## config.mk

```make
export PLATFORM = sky130hd
export DESIGN_NAME = cache_ctrl
export DESIGN_NICKNAME = d
export VERILOG_FILES = /design/src/design/cache_cfg_pkg.sv /design/src/design/cache_types_pkg.sv /design/src/design/cache_ctrl.sv
export SDC_FILE = /design/constraint.sdc
export NUM_CORES = 1
export LEC_CHECK = 0
export BUFFER_PORTS_ARGS = -buffer_cell sky130_fd_sc_hd__buf_2
export CORE_AREA = 10 10 403 405
export DETAILED_ROUTE_END_ITERATION = 7
export DIE_AREA = 0 0 413 415
export PLACE_DENSITY_LB_ADDON = 0.12
export SETUP_SLACK_MARGIN = 0.02
export SLEW_MARGIN = 25
export SYNTH_ARGS = -nofsm -noshare
export SYNTH_HDL_FRONTEND = slang
export SYNTH_SLANG_ARGS = --single-unit
```

## constraint.sdc

```tcl
create_clock -name clk -period 12.9 [get_ports clk]
set_clock_uncertainty 0.15 [all_clocks]
set_input_delay 0 -clock clk [delete_from_list [all_inputs] [get_ports clk]]
set_output_delay 0 -clock clk [all_outputs]
set_load 0.01 [all_outputs]
```

## src/design/cache_cfg_pkg.sv

```systemverilog
package cache_cfg_pkg;

	// byte address split: tag | index | offset
	localparam int ADDR_LEN = 32;
	localparam int OFFSET_LEN = 4;
	localparam int INDEX_LEN = 4;
	localparam int TAG_LEN = ADDR_LEN - INDEX_LEN - OFFSET_LEN;

	// geometry
	localparam int WAY_NUM = 2;
	localparam int WAY_LEN = $clog2(WAY_NUM);
	localparam int SET_NUM = 1 << INDEX_LEN;

	// processor word and byte strobes
	localparam int DATA_LEN = 64;
	localparam int STRB_LEN = DATA_LEN / 8;

	// line made of two words
	localparam int WORDS_PER_LINE = 2;
	localparam int LINE_LEN = DATA_LEN * WORDS_PER_LINE;

	// offset bit that picks the upper word
	localparam int WORD_SEL_BIT = 3;

endpackage

```

## src/design/cache_types_pkg.sv

```systemverilog
package cache_types_pkg;

	typedef enum logic {
		OP_READ,
		OP_WRITE
	} cache_op_e;

	typedef enum logic [2:0] {
		S_IDLE,
		S_LOOKUP,
		S_STORE,
		S_WRITEBACK,
		S_REFILL,
		S_DONE
	} cache_state_e;

	typedef struct packed {
		cache_op_e op;
		logic [cache_cfg_pkg::TAG_LEN-1:0] tag;
		logic [cache_cfg_pkg::INDEX_LEN-1:0] index;
		logic [cache_cfg_pkg::OFFSET_LEN-1:0] offset;
		logic [cache_cfg_pkg::STRB_LEN-1:0] wstrb;
		logic [cache_cfg_pkg::DATA_LEN-1:0] wdata;
	} cache_req_t;

	typedef struct packed {
		logic valid;
		logic dirty;
		logic [cache_cfg_pkg::TAG_LEN-1:0] tag;
	} tag_entry_t;

	// line address is tag and index, offset implied zero
	typedef struct packed {
		logic [cache_cfg_pkg::TAG_LEN+cache_cfg_pkg::INDEX_LEN-1:0] line_addr;
		logic [cache_cfg_pkg::LINE_LEN-1:0] data;
	} mem_wb_t;

	typedef struct packed {
		logic [cache_cfg_pkg::WAY_LEN-1:0] way;
		logic [cache_cfg_pkg::INDEX_LEN-1:0] index;
		logic word;
		logic [cache_cfg_pkg::STRB_LEN-1:0] strb;
		logic [cache_cfg_pkg::DATA_LEN-1:0] data;
	} data_wr_t;

	// byte-wise merge, strobe picks the new byte
	function automatic logic [cache_cfg_pkg::DATA_LEN-1:0] merge_bytes(
		input logic [cache_cfg_pkg::DATA_LEN-1:0] old_word,
		input logic [cache_cfg_pkg::DATA_LEN-1:0] new_word,
		input logic [cache_cfg_pkg::STRB_LEN-1:0] strb
	);
		logic [cache_cfg_pkg::DATA_LEN-1:0] res;
		res = old_word;
		for (int i = 0; i < cache_cfg_pkg::STRB_LEN; i++) begin
			if (strb[i])
				res[i*8 +: 8] = new_word[i*8 +: 8];
		end
		return res;
	endfunction

endpackage

```

## src/design/cache_ctrl.sv

```systemverilog
`timescale 1ns/1ps

module cache_ctrl (
	input  logic clk,
	input  logic rst,
	// processor side
	input  logic req_valid,
	input  cache_types_pkg::cache_op_e req_op,
	input  logic [cache_cfg_pkg::ADDR_LEN-1:0] addr,
	input  logic [cache_cfg_pkg::STRB_LEN-1:0] wstrb,
	input  logic [cache_cfg_pkg::DATA_LEN-1:0] wdata,
	output logic addr_ok,
	output logic data_ok,
	output logic [cache_cfg_pkg::DATA_LEN-1:0] rdata,
	// array side
	output logic lookup_en,
	output cache_types_pkg::cache_req_t lookup,
	input  logic hit,
	input  logic [cache_cfg_pkg::WAY_LEN-1:0] hit_way,
	input  cache_types_pkg::tag_entry_t victim,
	input  logic [cache_cfg_pkg::WAY_LEN-1:0] victim_way,
	input  logic [cache_cfg_pkg::WAY_NUM-1:0][cache_cfg_pkg::DATA_LEN-1:0] arr_rdata,
	input  logic [cache_cfg_pkg::WAY_NUM-1:0][cache_cfg_pkg::LINE_LEN-1:0] arr_line,
	output cache_types_pkg::data_wr_t data_wr,
	output logic data_wr_en,
	output logic tag_wr_en,
	output logic [cache_cfg_pkg::WAY_LEN-1:0] tag_wr_way,
	output logic [cache_cfg_pkg::INDEX_LEN-1:0] tag_wr_index,
	output cache_types_pkg::tag_entry_t tag_wr_entry,
	output logic dirty_set_en,
	output logic [cache_cfg_pkg::WAY_LEN-1:0] dirty_set_way,
	output logic [cache_cfg_pkg::INDEX_LEN-1:0] dirty_set_index,
	// memory side
	output logic wr_req,
	output cache_types_pkg::mem_wb_t wr_line,
	input  logic wr_ready,
	output logic rd_req,
	output logic [cache_cfg_pkg::ADDR_LEN-1:0] rd_addr,
	input  logic rd_beat_valid,
	input  logic rd_beat_last,
	input  logic [cache_cfg_pkg::DATA_LEN-1:0] rd_data
);

	cache_types_pkg::cache_state_e state_q, state_d;
	cache_types_pkg::cache_req_t req_q;
	// way being stored to or refilled
	logic [cache_cfg_pkg::WAY_LEN-1:0] mb_way;
	cache_types_pkg::tag_entry_t mb_victim;
	logic [cache_cfg_pkg::LINE_LEN-1:0] mb_line;
	logic beat_q;
	logic [cache_cfg_pkg::DATA_LEN-1:0] fill_word_q;
	logic req_beat;
	logic store_beat;

	assign lookup_en = (state_q == cache_types_pkg::S_IDLE) && req_valid;

	always_comb begin
		lookup.op = req_op;
		lookup.tag = addr[cache_cfg_pkg::ADDR_LEN-1 -: cache_cfg_pkg::TAG_LEN];
		lookup.index = addr[cache_cfg_pkg::OFFSET_LEN +: cache_cfg_pkg::INDEX_LEN];
		lookup.offset = addr[cache_cfg_pkg::OFFSET_LEN-1:0];
		lookup.wstrb = wstrb;
		lookup.wdata = wdata;
	end

	always_comb begin
		state_d = state_q;
		case (state_q)
			cache_types_pkg::S_IDLE: begin
				if (req_valid)
					state_d = cache_types_pkg::S_LOOKUP;
			end
			cache_types_pkg::S_LOOKUP: begin
				if (hit && req_q.op == cache_types_pkg::OP_WRITE)
					state_d = cache_types_pkg::S_STORE;
				else if (hit)
					state_d = cache_types_pkg::S_IDLE;
				else if (victim.valid && victim.dirty)
					state_d = cache_types_pkg::S_WRITEBACK;
				else
					state_d = cache_types_pkg::S_REFILL;
			end
			cache_types_pkg::S_STORE: state_d = cache_types_pkg::S_IDLE;
			cache_types_pkg::S_WRITEBACK: begin
				if (wr_ready)
					state_d = cache_types_pkg::S_REFILL;
			end
			cache_types_pkg::S_REFILL: begin
				if (rd_beat_valid && rd_beat_last)
					state_d = cache_types_pkg::S_DONE;
			end
			cache_types_pkg::S_DONE: state_d = cache_types_pkg::S_IDLE;
			default: state_d = cache_types_pkg::S_IDLE;
		endcase
	end

	always_ff @(posedge clk) begin
		if (rst) begin
			state_q <= cache_types_pkg::S_IDLE;
			rd_req <= 1'b0;
		end else begin
			state_q <= state_d;
			// single pulse on entry to refill
			rd_req <= (state_d == cache_types_pkg::S_REFILL) &&
				(state_q != cache_types_pkg::S_REFILL);
		end
	end

	always_ff @(posedge clk) begin
		if (rst || state_q != cache_types_pkg::S_REFILL)
			beat_q <= 1'b0;
		else if (rd_beat_valid)
			beat_q <= ~beat_q;
	end

	assign req_beat = (beat_q == req_q.offset[cache_cfg_pkg::WORD_SEL_BIT]);
	assign store_beat = req_beat && (req_q.op == cache_types_pkg::OP_WRITE);

	always_ff @(posedge clk) begin
		if (lookup_en)
			req_q <= lookup;
		if (state_q == cache_types_pkg::S_LOOKUP) begin
			mb_way <= hit ? hit_way : victim_way;
			mb_victim <= victim;
			mb_line <= arr_line[victim_way];
		end
		if (state_q == cache_types_pkg::S_REFILL && rd_beat_valid && req_beat)
			fill_word_q <= rd_data;
	end

	// store hit merges in the array, refill beats are merged here
	always_comb begin
		data_wr_en = 1'b0;
		data_wr.way = mb_way;
		data_wr.index = req_q.index;
		data_wr.word = req_q.offset[cache_cfg_pkg::WORD_SEL_BIT];
		data_wr.strb = req_q.wstrb;
		data_wr.data = req_q.wdata;
		if (state_q == cache_types_pkg::S_REFILL) begin
			data_wr_en = rd_beat_valid;
			data_wr.word = beat_q;
			data_wr.strb = '1;
			data_wr.data = store_beat ?
				cache_types_pkg::merge_bytes(rd_data, req_q.wdata, req_q.wstrb) : rd_data;
		end else if (state_q == cache_types_pkg::S_STORE) begin
			data_wr_en = 1'b1;
		end
	end

	// new tag goes in with the last beat
	assign tag_wr_en = (state_q == cache_types_pkg::S_REFILL) && rd_beat_valid && rd_beat_last;
	assign tag_wr_way = mb_way;
	assign tag_wr_index = req_q.index;
	assign tag_wr_entry.valid = 1'b1;
	assign tag_wr_entry.dirty = (req_q.op == cache_types_pkg::OP_WRITE);
	assign tag_wr_entry.tag = req_q.tag;

	assign dirty_set_en = (state_q == cache_types_pkg::S_STORE);
	assign dirty_set_way = mb_way;
	assign dirty_set_index = req_q.index;

	assign wr_req = (state_q == cache_types_pkg::S_WRITEBACK);
	assign wr_line.line_addr = {mb_victim.tag, req_q.index};
	assign wr_line.data = mb_line;
	assign rd_addr = {req_q.tag, req_q.index, {cache_cfg_pkg::OFFSET_LEN{1'b0}}};

	assign addr_ok = (state_q == cache_types_pkg::S_IDLE);
	assign data_ok = (state_q == cache_types_pkg::S_LOOKUP && hit) ||
		(state_q == cache_types_pkg::S_DONE);
	assign rdata = (state_q == cache_types_pkg::S_DONE) ? fill_word_q : arr_rdata[hit_way];

endmodule

```

---- Yosys cells after proc, flatten, opt, wreduce, memory -nomap -nowiden ----
Cells that the tools add are included.
storage, ports and cells
  bits in registers ....................... 327
  latch bits .............................. 0
  bits in writable memories ............... 0
  bits in read-only memories .............. 0
  output and inout bits ................... 479
  logic and storage cells ................. 62
  memories ................................ 0
operators by class
  $add $sub $neg .......................... 0
  multiply operators ...................... 0
  divide/modulo/power cells ............... 0
  magnitude comparators ................... 2
  equality and inequality tests ........... 8
  shifts and indexed selects .............. 0
  multiplexer cells ....................... 25
  bitwise operators ....................... 1
  reductions and logical operators ........ 13
operators with widths
  kind                                                                    count
  128-bit two-way mux                                                     2
  64-bit two-way mux                                                      4
  73-bit two-way mux                                                      1
  8-bit two-way mux                                                       8
  3-bit two-way mux                                                       6
  3-bit one-hot mux with 4 select lines                                   1
  1-bit logical AND                                                       10
  3-bit equality test (second input constant)                             3
  3-bit by 2-bit equality test with 1-bit output (second input constant)  2
  1-bit by 2-bit < comparator with 1-bit output (second input constant)   2
  3-bit by 1-bit equality test with 1-bit output (second input constant)  1
  3-bit zero test                                                         1
  1-bit two-way mux                                                       3
  3-bit inequality test (second input constant)                           1
  1-bit logical OR                                                        2
  1-bit equality test                                                     1
  1-bit NOT                                                               1

---- Depth between registers and ports, before layout ----
  depth after elaboration ................. 7
  mapped depth ............................ 7
  gate-level depth less buffers ........... 3

---- Least setup slack after synthesis ----
No wires, ideal clock.
  path kind ............................... register -> register
  from .................................... reg state_q[0]
  to ...................................... reg state_q[1]
  arrival ................................. 13.080 ns
  data required time ...................... 12.642 ns
  path slack .............................. -0.438 ns
  stages on the path, launching flop included .. 5
  buffers on the path ..................... 1
  clock period less this slack ............ 13.338 ns
  cell sequence ........................... dfxtp_1 > clkbuf_1 > nor3b_1 > o21ai_0 > a21oi_1
between the ends
  word-level cells in the longest chain between the ends .. 2
  elaborated cells between the ends (all ways) .. 5
  those cells by class .................... 3 x eq/ne; 1 x mux; 1 x reduce/logical
ends and longest elaborated chain
  item                                               line               source
  start: declaration                                 cache_ctrl.sv:44   cache_types_pkg::cache_state_e state_q, state_d;
  start signal: assignment                           cache_ctrl.sv:99   state_q <= cache_types_pkg::S_IDLE;
  start signal: assignment                           cache_ctrl.sv:102  state_q <= state_d;
  3-bit equality test, or another cell as far along  cache_ctrl.sv:68   case (state_q)
  3-bit one-hot mux with 4 select lines *            cache_ctrl.sv:68
Mark *: on every way between the ends. The rest lies on a longest branch, timed or not.
A chain may end at the register's enable or synchronous reset.

---- Worst setup path after layout ----
  from .................................... reg state_q[2]
  to ...................................... out rdata[9] (netlist bit)
between the ends
  word-level cells in the longest chain between the ends .. 2
ends and longest elaborated chain
  item                 line               source
  3-bit equality test  cache_ctrl.sv:170  assign rdata = (state_q == cache_types_pkg::S_DONE) ? fill_word_q : arr_rdata[hit_way];
  64-bit two-way mux   cache_ctrl.sv:170
  end: declaration     cache_ctrl.sv:14   output logic [cache_cfg_pkg::DATA_LEN-1:0] rdata,
Every way passes these cells.

==> out/results.tsv <==
metric	value	unit
outcome	complete, no violations	
pre_cts_ws	9.975	ns
fillers	16980	
finalSetupViolations	0	
ys_types	27	
rsz0062_at_grt	false	
antenna_found_initial	50	
cts_tree	built	
ir_drop	0.09142	mV
place_area	21490	sq um
slowest_stage	and3b_4	
slew_viol_final	0	
routed_wl	105200	microns
crit_chain	and3b_4 > buf_4 > o21ai_0 > buf_2	
final_util	19.35	%
synth_seq_area_share	64.68	%
yosys_warnings	0	
hold_viol	0	
crit_path_start_kind	register	
die_h	415	microns
layout.nets	3149	
drtAntennaViolNets	0	
drc_errors	0	
ios	1067	
tns	0	ns
stdcell_area	29770	sq um
die_w	413	microns
syn_inst	994	
period_needed	3.326	ns
area_growth	98.91	%
max_freq	300.7	MHz
grt_max_degree	73	
drv_cap	0	
cts_root_buffer	clkbuf_16	
drtIter0Drc	545	
cp.arrival	3.18	ns
fin_crit_sh	25.78	%
gp_congestion	0.8076	
grt_pass1_wl	139500	microns
end_kind	primary output	
p_leak	12.26	nW
slew_headroom	36.54	%
grt_pass1_vias	16530	
cts_inserted_buffers	51	
critPathRequiredTime	12.75	ns
syn_area	14970	sq um
grt_overflow_total	0	
initial_core_util	9.726	%
holdCritPathClass	input port to register	
hpwl	88000	microns
coreArea	153900	sq um
cts_max_level	2	
syn_area_per_cell	15.06	sq um
place.port_buffers	1055	
grt_usage	11.65	%
critical_path_class	register to primary output	
wl_per_cell	22.59	microns
final_common_cell	buf_2	
drive_above_1_share	52.31	%
clk_pin_slew_worst_paths	0.06	ns
cts_buffer_depth	3	
cpPeakStageDelay	0.78	ns
dieArea	171400	sq um
synth_seq_cells	324	
cp_max_fo	72	
firstDrtPassIters	5	
mostFrequentLayoutCells	1053 x buf_2, 659 x dlygate4sd3_1, 319 x edfxtp_1	
hold_slack	0.05608	ns
viasPerCell	3.110	
clkLatencyLatePin	0.63	ns
setup_ws	9.574	ns
rows	144	
tightest_slew	0.9519	ns
power.density	112.0	nW/um^2
cts_sinks	324	
vias	14490	
[per-stage QoR]
| step | cells | power, mW |
|---|---|---|
| after global routing | 4650 | 3.515 |
| after floorplan | 997 | 1.510 |
| after global placement | 3892 | 1.806 |
| after detailed placement | 3893 | 1.804 |
| after CTS | 4646 | 3.451 |
| final | 4658 | 3.335 |
[final timing paths]
check,start,to,slack [ns],cells past startpoint
setup / recovery,state_q[2],rdata[9],9.57,4
hold / removal,wstrb[1],req_q[65],0.06,2
setup reg to reg,state_q[1],rd_addr[22],10.07,4
hold reg to reg,state_q[0],rd_req,0.48,1
[layer usage]
metal	up-vias	share of wire (%)	wire length, microns	track usage [%]
met5	-	0.16	172	0
met4	26	2.8	2992	3.399
met3	164	8.5	8986	3.957
met2	724	52	54630	21.53
met1	6912	37	38420	12.33
li1	6660	-	-	-
[sequential cells by signal, summed over array words and instances, names as in the netlist, 3 cells and up]
signal	count
mb_line	128
req_q	73
fill_word_q	64
rd_addr	24
wr_line	24
dirty_set_index	4
state_q	3
[report_power, final]
part	total [mW]	switching, mW	internal (mW)
sequential	1.26	0.0222	1.24
combinational	0.674	0.334	0.340
clock	1.40	0.559	0.841
total	3.33	0.915	2.42
[layout make-up]
cell class                 count  area (sq um)  share of cell area, %
timing repair buffer        1733         12050                  40.48
sequential                   324          9679                  32.52
multi-input combinational    449          3791                  12.74
tap                         2044          2557                  8.591
clock buffer                  66          1363                  4.577
clock inverter                28         284.0                 0.9541
antenna                       12         30.03                 0.1009
inverter                       2         12.51                0.04203
[worst max-delay path, delay by kind of cell (launching register included)]
kind	cells	cell delay, ns
AO/OA/AOI/OAI	1	0.32
AND/OR/NAND/NOR	1	0.78
buffers and inverters	2	0.88
flip-flops	1	0.55
[synth_stat cells, drive strengths merged]
cell type / n / area [sq um]
nand2: 77 / 289.0
xor2: 2 / 25.03
conb: 2 / 7.510
nand4: 1 / 6.260
nor3: 1 / 5.000
nor2: 5 / 18.77
a21oi: 5 / 25.02
edfxtp: 319 / 9579
mux2i: 65 / 650.6
a41oi: 1 / 8.760
buf: 196 / 1429
dfxtp: 5 / 100.1
o21ai: 74 / 400.4
or2: 8 / 50.05
nand2b: 2 / 12.51
nor3b: 3 / 22.52
and2: 1 / 6.260
and3b: 3 / 26.28
nor4b: 1 / 8.760
clkbuf: 26 / 97.59
nand3: 1 / 5.000
inv: 2 / 7.510
mux2: 194 / 2185
[kinds of logic after synthesis]
group	after synthesis	share of synthesized area (%)
muxes	259	18.94
AOI/OAI and AO/OA	80	2.901
xor gates and xnor gates	2	0.1673
DFF	324	64.68
and+or+nand+nor	103	3.010
buffers and inverters	224	10.25
other	2	0.05018
[what timing repair did]
item | in CTS | in global routing
hold buffers | 659 | 0
resized for setup | 0 | 0
setup buffers | 0 | 0
hold endpoints to repair | 394 | 0
(Power assumes the default switching activity.)
